<file path="config.mk">
export PLATFORM = sky130hd
export DESIGN_NAME = lsu_unit
export DESIGN_NICKNAME = d
export VERILOG_FILES = /design/src/source/isa_pkg.sv /design/src/source/core_pkg.sv /design/src/source/lsu_unit.sv
export SDC_FILE = /design/constraint.sdc
export NUM_CORES = 1
export LEC_CHECK = 0
export ABC_AREA = 1
export ABC_CLOCK_PERIOD_IN_PS = 4660
export BUFFER_PORTS_ARGS = -buffer_cell sky130_fd_sc_hd__buf_4
export CORE_AREA = 2 2 169 171
export CTS_BUF_LIST = sky130_fd_sc_hd__clkbuf_16
export DETAILED_ROUTE_END_ITERATION = 8
export DIE_AREA = 0 0 171 173
export GPL_TIMING_DRIVEN = 1
export PLACE_DENSITY_LB_ADDON = 0.15
export REMOVE_ABC_BUFFERS = 1
export SYNTH_ARGS = -nofsm -noshare
export SYNTH_HDL_FRONTEND = slang
export SYNTH_SLANG_ARGS = --single-unit
export TNS_END_PERCENT = 100
</file>
<file path="constraint.sdc">
create_clock -name clk -period 4.66 [get_ports clk]
set_input_delay 0.233 -clock clk [delete_from_list [all_inputs] [get_ports clk]]
set_output_delay 0.233 -clock clk [all_outputs]
set_load 0.1 [all_outputs]
</file>
<file path="src/source/isa_pkg.sv">
package isa_pkg;

  // Architectural register width
  localparam int GPR_SIZE = 64;

  typedef logic [GPR_SIZE-1:0] gpr_t;

  // Operations handled by the execute stage
  typedef enum logic [3:0] {
    FU_OP_PLUS  = 4'd0,
    FU_OP_MINUS = 4'd1,
    FU_OP_ORN   = 4'd2,
    FU_OP_OR    = 4'd3,
    FU_OP_EOR   = 4'd4,
    FU_OP_AND   = 4'd5,
    FU_OP_CSEL  = 4'd6,
    FU_OP_CSINC = 4'd7,
    FU_OP_CSINV = 4'd8,
    FU_OP_CSNEG = 4'd9,
    FU_OP_LDUR  = 4'd10,
    FU_OP_STUR  = 4'd11
  } fu_op_t;

  // ARM condition field encoding
  typedef enum logic [3:0] {
    EQ = 4'h0,
    NE = 4'h1,
    CS = 4'h2,
    CC = 4'h3,
    MI = 4'h4,
    PL = 4'h5,
    VS = 4'h6,
    VC = 4'h7,
    HI = 4'h8,
    LS = 4'h9,
    GE = 4'ha,
    LT = 4'hb,
    GT = 4'hc,
    LE = 4'hd,
    AL = 4'he
  } cond_t;

  typedef struct packed {
    logic n;
    logic z;
    logic c;
    logic v;
  } nzcv_t;

endpackage

</file>
<file path="src/source/core_pkg.sv">
package core_pkg;

  // Reorder buffer indexing
  localparam int ROB_IDX_SIZE = 5;

  typedef logic [ROB_IDX_SIZE-1:0] rob_idx_t;

  // Data memory geometry in doublewords
  localparam int DMEM_WORDS = 256;
  localparam int DMEM_ADDR_SIZE = $clog2(DMEM_WORDS);

  typedef logic [DMEM_ADDR_SIZE-1:0] dmem_addr_t;

  // One operation issued by the reservation station
  typedef struct packed {
    isa_pkg::fu_op_t op;
    isa_pkg::gpr_t   val_a;
    // Offset for loads and stores
    isa_pkg::gpr_t   val_b;
    // Value written by STUR
    isa_pkg::gpr_t   store_data;
    isa_pkg::cond_t  cond;
    logic            set_nzcv;
    isa_pkg::nzcv_t  nzcv;
    rob_idx_t        dst;
  } fu_issue_t;

  // One finished result headed for the ROB
  typedef struct packed {
    rob_idx_t       dst;
    isa_pkg::gpr_t  value;
    logic           set_nzcv;
    isa_pkg::nzcv_t nzcv;
    logic           cond_holds;
  } fu_result_t;

endpackage

</file>
<file path="src/source/lsu_unit.sv">
`timescale 1ns/10ps

module lsu_unit (
  input  logic                 clk,
  input  logic                 rst_n,
  input  core_pkg::fu_issue_t  issue,
  input  logic                 issue_valid,
  output logic                 issue_ready,
  output core_pkg::fu_result_t res,
  output logic                 res_valid,
  input  logic                 res_ready,
  output logic                 wb_cyc,
  output logic                 wb_stb,
  output logic                 wb_we,
  output core_pkg::dmem_addr_t wb_adr,
  output isa_pkg::gpr_t        wb_dat_w,
  input  isa_pkg::gpr_t        wb_dat_r,
  input  logic                 wb_ack
);
  import isa_pkg::*;
  import core_pkg::*;

  typedef enum logic [1:0] {
    IDLE,
    BUS,
    DONE
  } lsu_state_t;

  lsu_state_t state;
  fu_issue_t  req;
  gpr_t       addr_sum;

  // Effective address from the latched operands
  assign addr_sum = req.val_a + req.val_b;

  assign issue_ready = (state == IDLE);
  assign res_valid   = (state == DONE);

  always_ff @(posedge clk) begin
    if (!rst_n) begin
      state  <= IDLE;
      wb_cyc <= 1'b0;
      wb_stb <= 1'b0;
    end else begin
      case (state)
        IDLE: begin
          if (issue_valid) begin
            state <= BUS;
          end
        end
        BUS: begin
          // First BUS cycle drives the address, then wait for ack
          if (!wb_cyc) begin
            wb_cyc <= 1'b1;
            wb_stb <= 1'b1;
          end else if (wb_ack) begin
            wb_cyc <= 1'b0;
            wb_stb <= 1'b0;
            state  <= DONE;
          end
        end
        DONE: begin
          if (res_ready) begin
            state <= IDLE;
          end
        end
        default: state <= IDLE;
      endcase
    end
  end

  always_ff @(posedge clk) begin
    if (issue_valid && issue_ready) begin
      req <= issue;
    end
    if (state == BUS && !wb_cyc) begin
      wb_adr   <= addr_sum[DMEM_ADDR_SIZE+2:3];
      wb_we    <= (req.op == FU_OP_STUR);
      wb_dat_w <= req.store_data;
    end
    if (state == BUS && wb_ack) begin
      res.dst        <= req.dst;
      // A store reports the value it wrote
      res.value      <= wb_we ? wb_dat_w : wb_dat_r;
      res.set_nzcv   <= 1'b0;
      res.nzcv       <= req.nzcv;
      res.cond_holds <= 1'b0;
    end
  end

  // Only doubleword aligned accesses are supported
  a_aligned: assert property (@(posedge clk) disable iff (!rst_n)
    (state == BUS && !wb_cyc) |-> (addr_sum[2:0] == 3'b000));

  a_stb_stable: assert property (@(posedge clk) disable iff (!rst_n)
    (wb_stb && !wb_ack) |=> wb_stb && $stable(wb_adr) && $stable(wb_we)
                            && $stable(wb_dat_w));

endmodule

</file>
Word-level counts from Yosys, hierarchy flattened
Index checks and enable logic that the tools add are counted.
{"block": "classes", "add_sub_neg": 1, "n_mul": 0, "div_mod_pow": 0, "order_cmp": 0, "n_eq_ne": 8, "shifts": 0, "mux": 10, "n_bitwise": 0, "reduce_logical": 7}
{"operator": "64-bit 2-to-1 mux", "n": 1}
{"operator": "11-bit adder", "n": 1}
{"operator": "2-bit 2-to-1 mux", "n": 4}
{"operator": "2-bit != test (second input constant)", "n": 3}
{"operator": "2-bit one-hot mux with 3 select lines", "n": 1}
{"operator": "4-bit equality test (second input constant)", "n": 1}
{"operator": "1-bit 2-to-1 mux", "n": 4}
{"operator": "2-bit by 1-bit != test with 1-bit output (second input constant)", "n": 2}
{"operator": "4-bit AND reduction", "n": 1}
{"operator": "1-bit logical AND", "n": 3}
{"operator": "2-bit by 1-bit equality test with 1-bit output (second input constant)", "n": 1}
{"operator": "2-bit equality test (second input constant)", "n": 1}
{"operator": "2-bit logical NOT", "n": 1}
{"operator": "2-bit AND reduction", "n": 1}
{"operator": "1-bit logical NOT", "n": 1}
{"block": "word_totals", "ff_bits": 249, "latchBits": 0, "ramBits": 0, "romBits": 0, "input_bits": 279, "output_inout_bits": 152, "memories": 0}

Longest topological paths before layout
{"block": "logic_depth", "word_depth": 3, "ltp_mapped": 9, "mapped_depth_nobuf": 9}

Least setup slack after synthesis
OpenSTA, ideal clock, no wires.
{"block": "synth_path", "path_type": "flip-flop to flip-flop", "start": "register state[0]", "end": "register req[0] (netlist name), enable pin", "setup_ns": 0.469, "arrival_time_ns": 4.065, "slack_ns": 0.126, "path_stages_with_launch": 3, "path_buffers": 0, "period_less_slack_ns": 4.534, "cell_sequence": "dfxtp_1 -> nor2_1 -> and2_1"}
{"block": "synth_between", "elab_chain_len": 2}
{"item": "from (decl)", "line": "lsu_unit.sv:29", "text": "lsu_state_t state;"}
{"item": "from (signal assigned)", "line": "lsu_unit.sv:41", "text": "state <= IDLE;"}
{"item": "from (signal assigned)", "line": "lsu_unit.sv:48", "text": "state <= BUS;"}
{"item": "from (signal assigned)", "line": "lsu_unit.sv:59", "text": "state <= DONE;"}
{"item": "2-bit logical NOT", "line": "lsu_unit.sv:36", "text": "assign issue_ready = (state == IDLE);"}
{"item": "named net issue_ready", "line": "lsu_unit.sv:8", "text": "output logic issue_ready,"}
{"item": "1-bit logical AND", "line": "lsu_unit.sv:73", "text": "if (issue_valid && issue_ready) begin"}
{"item": "to (signal assigned)", "line": "lsu_unit.sv:74", "text": "req <= issue;"}
{"item": "to (decl)", "line": "lsu_unit.sv:30", "text": "fu_issue_t req;"}
The timed path passes the listed nets, and every way through them passes these cells.
A chain may end at the register's enable or synchronous reset.

Final worst setup path
{"block": "layout_path", "start": "register state[1]", "end": "register req[144] (netlist name), enable pin"}
{"block": "layout_between", "elab_chain_len": 2}
{"item": "2-bit logical NOT", "line": "lsu_unit.sv:36"}
{"item": "1-bit logical AND", "line": "lsu_unit.sv:73"}
No other way between the ends.

==> key figures <==
Run status
  • Outcome: completed

Hold path
  • Worst Hold Launch: wb_dat_r[2]
  • HP Class: in -> reg

Synth
  • Top FF cell, synth: edfxtp_1
  • Netlist cell types: 24
  • EDFF count, synth: 245
  • Gate Count Post-Synth: 446
  • Area contributors post-synth: edfxtp_1, mux2_2, nand2_1
  • Commonest cells post-synth: edfxtp_1, mux2_2, nand2_1
  • Seq/Total Area, Yosys: 0.838
  • Asr flop ratio synth: 0
  • Top-count cell post-synth: edfxtp_1
  • Synth top area share: 0.829
  • Mean area per synthesized cell: 19.9 µm²
  • Mapped cell area: 8880 µm²
  • Synthesis-stage register bit count: 249
  • Synth Warn #: 0
  • Area leader, netlist: edfxtp_1

Placement
  • Dpl hpwl: 14000 µm
  • Placer congestion estimate: 0.793
  • Placed Instances: 1138
  • I/O Buffers: 317

Final layout
  • Net count, final: 1215
  • Share of cells above drive strength 1: 0.448
  • Fill cells: 2350
  • Final non-filler cell total: 1323
  • Reg area: 7440 µm²
  • Final core utilization: 0.502
  • P&R area growth vs syn: 56.3%
  • Multi-input gate area: 1280 µm²

Clock tree
  • Worst-path clk slew: 0.06 ns
  • Clk buf depth: 3
  • CTS tree: done
  • Postcts setup bufs: 0
  • Clock root cell: clkbuf_16
  • Clock Sinks: 249
  • Num CTS Buffers: 27
  • H-tree Lvls: 1
  • Worst skew pair latency: 0.52 ns

STA
  • Max_slew headroom: 0.339
  • Hold slack final: 0.0272 ns
  • Final Hold Fails: 0
  • Slew Viols, Final: 0
  • Tcrit/Tclk final: 0.460
  • Fmax: 467 MHz
  • Layout Skew: 0.00798 ns
  • Fin crit period: 2.14 ns
  • Unrepaired setup endpoints after global routing: no
  • Final setup fails: 0
  • Post-route setup TNS: 0 ns
  • Transition time of the tightest slew-check pin: 0.989 ns

Power
  • Pwr dens: 429 nW/µm²
  • Peak supply drop: 266 µV
  • Final Power: 5950 µW
  • Lkg Pwr: 0.00551 µW

Global route
  • Global-route wire length before repair: 31200 µm
  • Number of global-route vias before repair: 6006
  • Initial antenna violation count: 1
  • Congestion Overflow GR: 0
  • Total GRT Usage: 0.134
  • Largest net degree at the start of global routing: 69

Detailed routing
  • ANT nets after route: 0
  • Routed vias: 5499
  • Drt initial violations: 189
  • Avg WL per Cell: 15.7 µm
  • Drt first pass iters: 5
  • DRC violations left: 0
  • Via density: 4.16
  • Final wirelength: 20800 µm

Setup path
  • CP arrival: 2.31 ns
  • CP Capture Type: flip-flop
  • Crit path launch: state[1]
  • Crit-path max FO: 68
  • Kind of critical path: reg -> reg
  • Critical Path Start Type: flip-flop
  • Critical path required time: 4.83 ns
  • Reg-to-Reg Start: state[1]

Floorplan
  • DIE AREA: 29600 µm²
  • Core area: 27600 µm²
  • Initial Utilization: 0.321
  • Top-level I/O count: 431
  • Std-Cell Rows: 61
  • Die width: 171 µm
  • Die H: 173 µm

Run
  • Max cap viols: 0
## registers in the layout (all words and copies together) (netlist names)
register and cells:
state 2, wb_dat_w 64, wb_we 1, wb_adr 8
req 99, wb_cyc 1, wb_stb 1, res 73
## worst paths after layout
| check | to | slack [ns] | cells after the start |
|---|---|---|---|
| max | req[144] | 2.52 | 3 |
| min | res[8] | 0.03 | 2 |
| max reg2reg | req[144] | 2.52 | 3 |
| min reg2reg | wb_dat_w[31] | 0.41 | 0 |
## through the flow
step                      instance area [µm²]  setup slack (ns)
final                                   13900              2.52
after global routing                    13900              2.32
after CTS                               13900              2.40
after detailed placement                11700              2.40
after global placement                  11700              2.50
after floorplan                          8790             0.126
## worst max-delay path, cell delays in order (launching register included)
cell     delay, ns
dfxtp_1       0.31
nor2_1        0.15
and2_4        0.76
buf_4         0.52
## kinds of logic (layout without fill, tap and decap cells)
group	after synthesis	in the layout	synth area share
compound gates	13	13	0.00846
xor+xnor	4	4	0.00395
simple gates	75	75	0.0355
buf+inv	31	528	0.0199
other cells	1	3	0.000422
flops	249	249	0.838
mux	64	64	0.0812
fa+ha+maj	9	9	0.0127
## layer usage
metal  wire length, µm  vias up  share of wire  track usage
met4               533        0          0.026       0.0395
met1              7990     2600           0.38        0.149
met5                 0        -              0            0
li1                  -     2643              -            -
met3              1610       36          0.078       0.0380
met2             10600      220           0.51        0.246
## area by class of cell
class / count / share of cell area
clock buffer: 27 / 0.0487
sequential: 249 / 0.536
multi-input combinational: 167 / 0.0925
clock inverter: 19 / 0.00758
inverter: 22 / 0.00595
timing repair buffer: 460 / 0.275
antenna: 1 / 0.000180
tap: 378 / 0.0341
## where the power goes
| part | switching, µW | internal (µW) |
|---|---|---|
| registers | 62.0 | 2700 |
| clock network | 807 | 1090 |
| logic | 920 | 371 |
| total | 1790 | 4160 |
## cells in the final DEF, fill, tap and decap left out
cell,n
buf_4,321
edfxtp_1,245
dlygate4sd3_1,138
mux2_2,64
nand2_1,44
inv_1,29
clkbuf_16,27
nor2_1,12
ha_1,9
clkinv_1,8
a21oi_1,7
nand3_1,7
xor2_1,4
dfxtp_1,4
nand2_2,2
nand4_1,2
nor3_1,2
o21a_1,2
nor2_4,2
o21ai_0,2
conb_1,2
clkinv_2,2
diode_2,1
nor2_2,1
nand3b_1,1
o21bai_1,1
and2_4,1
nor3b_1,1
a211oi_1,1
clkinv_4,1
bufinv_16,1
buf_12,1
## what timing repair did
item / in CTS / in global routing
resized for setup: 0 / 0
endpoints found under the hold margin: 139 / 0
hold buffers: 138 / 0
Note: power is estimated with default switching activity, not from simulation.
