File: src/source/isa_pkg.sv
package isa_pkg;

  // Architectural register width
  localparam int GPR_SIZE = 64;

  typedef logic [GPR_SIZE-1:0] gpr_t;

  // Operations handled by the execute stage
  typedef enum logic [3:0] {
    FU_OP_PLUS  = 4'd0,
    FU_OP_MINUS = 4'd1,
    FU_OP_ORN   = 4'd2,
    FU_OP_OR    = 4'd3,
    FU_OP_EOR   = 4'd4,
    FU_OP_AND   = 4'd5,
    FU_OP_CSEL  = 4'd6,
    FU_OP_CSINC = 4'd7,
    FU_OP_CSINV = 4'd8,
    FU_OP_CSNEG = 4'd9,
    FU_OP_LDUR  = 4'd10,
    FU_OP_STUR  = 4'd11
  } fu_op_t;

  // ARM condition field encoding
  typedef enum logic [3:0] {
    EQ = 4'h0,
    NE = 4'h1,
    CS = 4'h2,
    CC = 4'h3,
    MI = 4'h4,
    PL = 4'h5,
    VS = 4'h6,
    VC = 4'h7,
    HI = 4'h8,
    LS = 4'h9,
    GE = 4'ha,
    LT = 4'hb,
    GT = 4'hc,
    LE = 4'hd,
    AL = 4'he
  } cond_t;

  typedef struct packed {
    logic n;
    logic z;
    logic c;
    logic v;
  } nzcv_t;

endpackage

File: src/source/core_pkg.sv
package core_pkg;

  // Reorder buffer indexing
  localparam int ROB_IDX_SIZE = 5;

  typedef logic [ROB_IDX_SIZE-1:0] rob_idx_t;

  // Data memory geometry in doublewords
  localparam int DMEM_WORDS = 256;
  localparam int DMEM_ADDR_SIZE = $clog2(DMEM_WORDS);

  typedef logic [DMEM_ADDR_SIZE-1:0] dmem_addr_t;

  // One operation issued by the reservation station
  typedef struct packed {
    isa_pkg::fu_op_t op;
    isa_pkg::gpr_t   val_a;
    // Offset for loads and stores
    isa_pkg::gpr_t   val_b;
    // Value written by STUR
    isa_pkg::gpr_t   store_data;
    isa_pkg::cond_t  cond;
    logic            set_nzcv;
    isa_pkg::nzcv_t  nzcv;
    rob_idx_t        dst;
  } fu_issue_t;

  // One finished result headed for the ROB
  typedef struct packed {
    rob_idx_t       dst;
    isa_pkg::gpr_t  value;
    logic           set_nzcv;
    isa_pkg::nzcv_t nzcv;
    logic           cond_holds;
  } fu_result_t;

endpackage

File: src/source/result_arbiter.sv
`timescale 1ns/10ps

module result_arbiter (
  input  logic                 clk,
  input  logic                 rst_n,
  input  core_pkg::fu_result_t alu_res,
  input  core_pkg::fu_result_t ls_res,
  input  logic                 alu_valid,
  input  logic                 ls_valid,
  output logic                 alu_ready,
  output logic                 ls_ready,
  output core_pkg::fu_result_t rob_res,
  output logic                 rob_valid,
  input  logic                 rob_ready
);

  // Set when the LSU won the last transfer
  logic last_grant;
  logic grant_ls;

  // LSU wins when alone or when the ALU went last
  always_comb begin
    if (ls_valid && alu_valid) begin
      grant_ls = !last_grant;
    end else begin
      grant_ls = ls_valid;
    end
  end

  assign rob_valid = alu_valid || ls_valid;
  assign rob_res   = grant_ls ? ls_res : alu_res;

  // Loser holds its result, so its ready stays low
  assign alu_ready = rob_ready && !grant_ls;
  assign ls_ready  = rob_ready && grant_ls;

  always_ff @(posedge clk) begin
    if (!rst_n) begin
      last_grant <= 1'b1;
    end else if (rob_valid && rob_ready) begin
      last_grant <= grant_ls;
    end
  end

  // Never take both results in one cycle
  a_one_winner: assert property (@(posedge clk) disable iff (!rst_n)
    (alu_valid && ls_valid) |-> !(alu_ready && ls_ready));

  // Units keep a result that was not taken
  a_alu_hold: assert property (@(posedge clk) disable iff (!rst_n)
    (alu_valid && !alu_ready) |=> alu_valid && $stable(alu_res));

  a_ls_hold: assert property (@(posedge clk) disable iff (!rst_n)
    (ls_valid && !ls_ready) |=> ls_valid && $stable(ls_res));

endmodule

File: config.mk
export PLATFORM = sky130hd
export DESIGN_NAME = result_arbiter
export DESIGN_NICKNAME = d
export VERILOG_FILES = /design/src/source/isa_pkg.sv /design/src/source/core_pkg.sv /design/src/source/result_arbiter.sv
export SDC_FILE = /design/constraint.sdc
export NUM_CORES = 1
export LEC_CHECK = 0
export BUFFER_PORTS_ARGS = -buffer_cell sky130_fd_sc_hd__buf_2
export CORE_AREA = 2 2 89 91
export DETAILED_ROUTE_END_ITERATION = 8
export DIE_AREA = 0 0 91 93
export HOLD_SLACK_MARGIN = 0.03
export PLACE_DENSITY = 0.54
export SLEW_MARGIN = 5
export SYNTH_ARGS = -nofsm -noshare
export SYNTH_HDL_FRONTEND = slang
export SYNTH_SLANG_ARGS = --single-unit
File: constraint.sdc
create_clock -name clk -period 1.6 [get_ports clk]
set_input_delay 0.32 -clock clk [delete_from_list [all_inputs] [get_ports clk]]
set_output_delay 0.32 -clock clk [all_outputs]
set_load 0.01 [all_outputs]
Word level (Yosys, flattened, before mapping)

Index checks and enable logic that the tools add are counted.

Flip-flop bits (word level): 1
Input bits: 155
Output and inout port bits: 78
Word-level logic and storage cells: 10

Muxes and demuxes: 2
Reductions and logical operators: 7

Operators by type and width:

| operator          | number |
|---|---|
| $mux 75           | 1 |
| $logic_and 1x1->1 | 4 |
| $logic_not 1->1   | 2 |
| $logic_or 1x1->1  | 1 |
| $mux 1            | 1 |

Logic depth before layout (Yosys ltp)

Gate-level depths: netlist of run 1.

Word-level depth: 4
Depth in mapped cells: 4

Least setup slack after synthesis of run 1

Ideal clock, no wire load.

Path kind: input to output
Start point: input ls_valid
End point: output rob_res[46] (netlist name)
Data arrival time: 1.182 ns
Required time: 1.280 ns
Setup slack: 0.098 ns
Cell stages on the path: 4
Cell sequence: a21boi_4 -> buf_6 -> buf_6 -> mux2_1

RTL lines:

| what               | line                 | text |
|---|---|---|
| start: declaration | result_arbiter.sv:9  | `input logic ls_valid,` |
| end: declaration   | result_arbiter.sv:12 | `output core_pkg::fu_result_t rob_res,` |

==> metrics, run 1 <==
status finished, violations left; failing checks setup timing; Worst Hold End last_grant; Initial Util 13.20%; Place WS -0.2099 ns; Starting DRT DRC Count 10; drt first pass iters 4; minimum clock period 1.733 ns; Ys Warns 0; setup_tns -7.733 ns; Slew Viols, Final 0; Final Power 1.241 mW; worst r2r src last_grant; fin crit share 108.3%; gr ovfl total 0; Post-synth EDFFs 0; max FFs per register 1; vias in the first global route 1720; Rows 32; final setup violation count 75; RSZ-0062 raised after global routing yes; IO Count 233; prevailing post-synth register cell dfxtp_1; Clock transition at path regs 0 ns; HP Class in2reg; r2r setup slk 0.74 ns; max_slew headroom 87.15%; Startpoint Class primary input; critical path peak fanout 7; Synth area leader mux2_2; # Max-Cap Violations 0; synthesis-to-finish area growth 234.5%; Clock Latency Late Sink 0 ns; Clock Skews 0 ns; hold path depth 2; Die Area 0.008463 sq mm; r2r endpoint last_grant; global-route wire length before repair 8100 microns; Yosys top cell area share 53.27%; Seq/Total Area, Yosys 2.015%; GPL Wtd Cong 0.7629; Worst Max-Slew Pin Slew 0.1922 ns; fmax 577.2 MHz; dominant cell by count in the synthesized netlist mux2_2; wire per inst 17.02 microns; Pwr per Cell Area 373.6 mW/mm^2; drt via density 4.208; maximum vdd ir drop 0.1857 mV; Final ANT Viol Nets 0; post-layout util 44.15%; CP required 1.28 ns; largest net degree at the start of global routing 26; vias 1839; nets 492; top cells by area, synth mux2_2 (53%), mux2_1 (32%), buf_6 (4.5%), buf_4 (3.0%), dfxtp_1 (2.0%); syn_nets 246; R2R depth 3; Post-Syn Area 993.5 sq um; Antenna diodes 0; Post-Syn Area per Cell 10.92 sq um; Post-CTS Hold Fix Bufs 0; Top reg by flops last_grant; initial antenna violation count 0; final hold viol count 0; Yosys cell types 12; die height 93 microns; final WL 7437 microns; Yosys reg bits 1; commonest cells in the netlist mux2_2 (47), mux2_1 (28), buf_4 (4), buf_6 (4); core area 0.007527 sq mm; Gate Count Post-Synth 91; Total Routing Usage GR 11.55%; die width 91 microns; IO Port Bufs 232; FFs w/ async S/R, synth 0%; fraction of layout cells with a size suffix above 1 98.21%; Hold Path Origin rst_n; leakage dissipation 1.848 nW; Worst Path Arrival 1.41 ns; Post-DP HPWL 4384 microns; Filler cells 721; Top Registers last_grant x1; Worst Slack Setup Final -0.1325 ns; Setup CP Type in2out; # DRC 0; Critical Path End Type output port
-- logic make-up after synthesis --
kind of cell | synth area share [%]
multiplexers | 85.01
buffers and inverters | 7.556
AND/OR/NAND/NOR | 2.521
AO/OA/AOI/OAI | 2.896
flip-flops | 2.015
-- through the flow --
step	std cells	hold slack, ns	instance area [sq um]
finish	437	0.5352	3323
global placement	422	0.5211	2270
detailed placement	422	0.5447	2270
global route	437	0.5500	3323
CTS	429	0.5452	2620
floorplan	91	0.3962	993.5
-- critical path: stages --
cell and delay (ns):
buf_6 0.07, a21boi_4 0.23, buf_8 0.18, clkbuf_16 0.17, mux2_4 0.31, buf_6 0.12
-- report_power, final --
part | switching (mW) | internal [mW]
registers | 0.00201 | 0.0272
clock network | 0 | 0
logic | 0.424 | 0.788
-- layer usage --
layer  part of all wire [%]  global-route usage (%)  vias up
li1                       -                       -      839
met1                     35                   12.24      851
met3                    9.3                   2.579        4
met5                      0                       0        -
met4                   0.65                   1.010        0
met2                     55                   23.83      145
-- final cells by class --
class	count	area [sq um]	area share (%)
tap	102	127.6	3.840
multi-input combinational	82	1180	35.50
timing repair buffer	252	1996	60.05
sequential	1	20.02	0.6024
-- worst max-delay path by stage --
stage	from	to	slack, ns	cells past startpoint
finish	ls_valid	rob_res[15]	-0.13	6
global route	ls_valid	rob_res[49]	-0.16	6
CTS	ls_valid	rob_res[13]	-0.12	6
detailed placement	alu_valid	rob_res[63]	-0.21	5
global placement	alu_valid	rob_res[63]	-0.21	5
floorplan	ls_valid	rob_res[46]	0.1	4
-- layout by cell type (no fill, tap or decap), types with 2 or more instances in the layout --
master and instances:
buf_2 155, buf_8 3, buf_6 79, mux2_4 75, buf_12 2, buf_16 3
buf_4 5, clkbuf_16 5
-- timing repair --
item	in CTS	in global routing
cloned	3	7
hold endpoints to repair	0	0
gates resized for setup	49	116
pin swaps	1	0
setup buffers	4	1
endpoints found under the setup margin	75	75
No activity file was read; power rests on OpenSTA's default activity.
==> inputs of run 2 (changes only) <==
--- a/config.mk
+++ b/config.mk
@@ -11,6 +11,7 @@
 export DIE_AREA = 0 0 91 93
 export HOLD_SLACK_MARGIN = 0.03
 export PLACE_DENSITY = 0.54
+export REMOVE_ABC_BUFFERS = 1
 export SLEW_MARGIN = 5
 export SYNTH_ARGS = -nofsm -noshare
 export SYNTH_HDL_FRONTEND = slang
==> run 2 against run 1 <==
Compared with the run above: cell count is 2.7% lower; sequential cell count stayed put; worst setup slack worse by 0.026 ns; largest power group unchanged; combinational power is 35% lower; core utilization is 11 points lower; the run still ends with setup timing left; final area is 25% lower; worst hold slack worse by 0.018 ns; largest cell class unchanged; register-to-register slack better by 0.13 ns; clock skew stayed put.
==> metrics, run 2 (same netlist as run 1, synthesis figures left out) <==
Worst Max-Slew Pin Slew 0.2205 ns; Top reg by flops last_grant; largest net degree at the start of global routing 40; worst-path cell chain buf_8 -> a21boi_4 -> buf_12 -> buf_12 -> clkbuf_16 -> mux2_4 -> buf_6; IO Count 233; # Max-Cap Violations 0; vias 1669; commonest non-fill, non-tap cell in the layout buf_2; Clock Skews 0 ns; sw power 317.3 uW; global-route wire length before repair 6906 microns; max_slew headroom 85.30%; drt via density 3.927; Setup CP Type in2out; GPL Wtd Cong 0.7488; most used cell, CP buf_12; die width 91 microns; logic gate share of total power 96.4%; Slew Viols, Final 0; CP delay by family, top buffers and inverters; final hold viol count 0; initial antenna violation count 0; Net Sw Frac 38.73%; max FFs per register 1; nets 480; most frequent cells in the layout buf_2 (218), mux2_2 (38), mux2_1 (25), buf_6 (14), mux2_4 (12); minimum clock period 1.759 ns; Final Power 819.2 uW; largest stage delay on the critical path 0.31 ns; RSZ-0062 raised after global routing yes; fraction of layout cells with a size suffix above 1 90.40%; Antenna diodes 0; critical path peak fanout 5; Initial Util 13.20%; R2R depth 2; Flop pwr share 3.6%; drt first pass iters 4; Starting DRT DRC Count 11; gr ovfl total 0; Total Routing Usage GR 9.677%; die height 93 microns; WP depth 7; core area 0.007527 sq mm; vias in the first global route 1497; Filler cells 810; IO Port Bufs 232; Pwr per Cell Area 330.0 mW/mm^2; HP Class in2reg; CP max stage cell mux2_4; Post-CTS Hold Fix Bufs 0; Post-DP HPWL 4421 microns; fin crit share 109.9%; Die Area 0.008463 sq mm; Worst Slack Setup Final -0.1588 ns; Clock transition at path regs 0 ns; WHS 0.5176 ns; maximum vdd ir drop 0.1056 mV; leakage dissipation 1.375 nW; final WL 5590 microns; final setup violation count 75; Startpoint Class primary input; Worst Path Arrival 1.44 ns; Critical Path End Type output port; Top Registers last_grant x1; Cell Int Power 501.9 uW; failing checks setup timing; Clock power frac 0%; Final ANT Viol Nets 0; wire per inst 13.15 microns; fmax 568.6 MHz; CP required 1.28 ns; synthesis-to-finish area growth 149.9%; status finished, violations left; # DRC 0; hold path depth 2; CP Buf/Inv Count 5; Clock Latency Late Sink 0 ns; Rows 32
==> run 2: power by group through the flow <==
stage               combinational, mW  clock (mW)  sequential, mW
CTS                             0.694           0          0.0291
global placement                0.680           0          0.0291
floorplan                       0.318           0          0.0288
global route                    0.849           0          0.0291
detailed placement              0.690           0          0.0291
finish                          0.790           0          0.0291
==> run 2: layout make-up <==
class                      count  area (sq um)  area share [%]
multi-input combinational     82         943.4           38.00
timing repair buffer         240          1391           56.05
sequential                     1         20.02          0.8065
tap                          102         127.6           5.141
==> run 2: through the flow <==
stage | worst slack (ns) | std cells | instance area, sq um | TNS [ns] | utilization (%)
2_1_floorplan | -0.8634 | 83 | 918.4 | -65.29 | -
4_1_cts | -0.1691 | 420 | 2255 | -10.63 | 29.95
3_3_place_gp | -0.1431 | 420 | 2255 | -8.651 | 29.95
6_report | -0.1588 | 425 | 2482 | -8.903 | 32.98
5_1_grt | -0.2017 | 425 | 2482 | -11.79 | 32.98
3_5_place_dp | -0.1655 | 420 | 2255 | -10.38 | 29.95
==> run 2: layer usage <==
layer	routed length, microns	vias to the layer above	GRT usage (%)
met5	0	-	0
met4	0	0	0
met3	623	0	2.337
met2	3016	123	20.25
met1	1950	736	10.24
li1	-	810	-
==> run 2: final timing paths <==
path / from / to / slack, ns
max reg2reg: last_grant / last_grant / 0.87
min: rst_n / last_grant / 0.52
max: alu_valid / rob_res[54] / -0.16
min reg2reg: last_grant / last_grant / 0.57
==> run 2: what timing repair did <==
item                       4_1_cts  5_1_grt
setup buffers                    0        2
setup endpoints to repair       75       75
hold endpoints to repair         0        0
gates resized for setup          0       29
cloned                           0        3
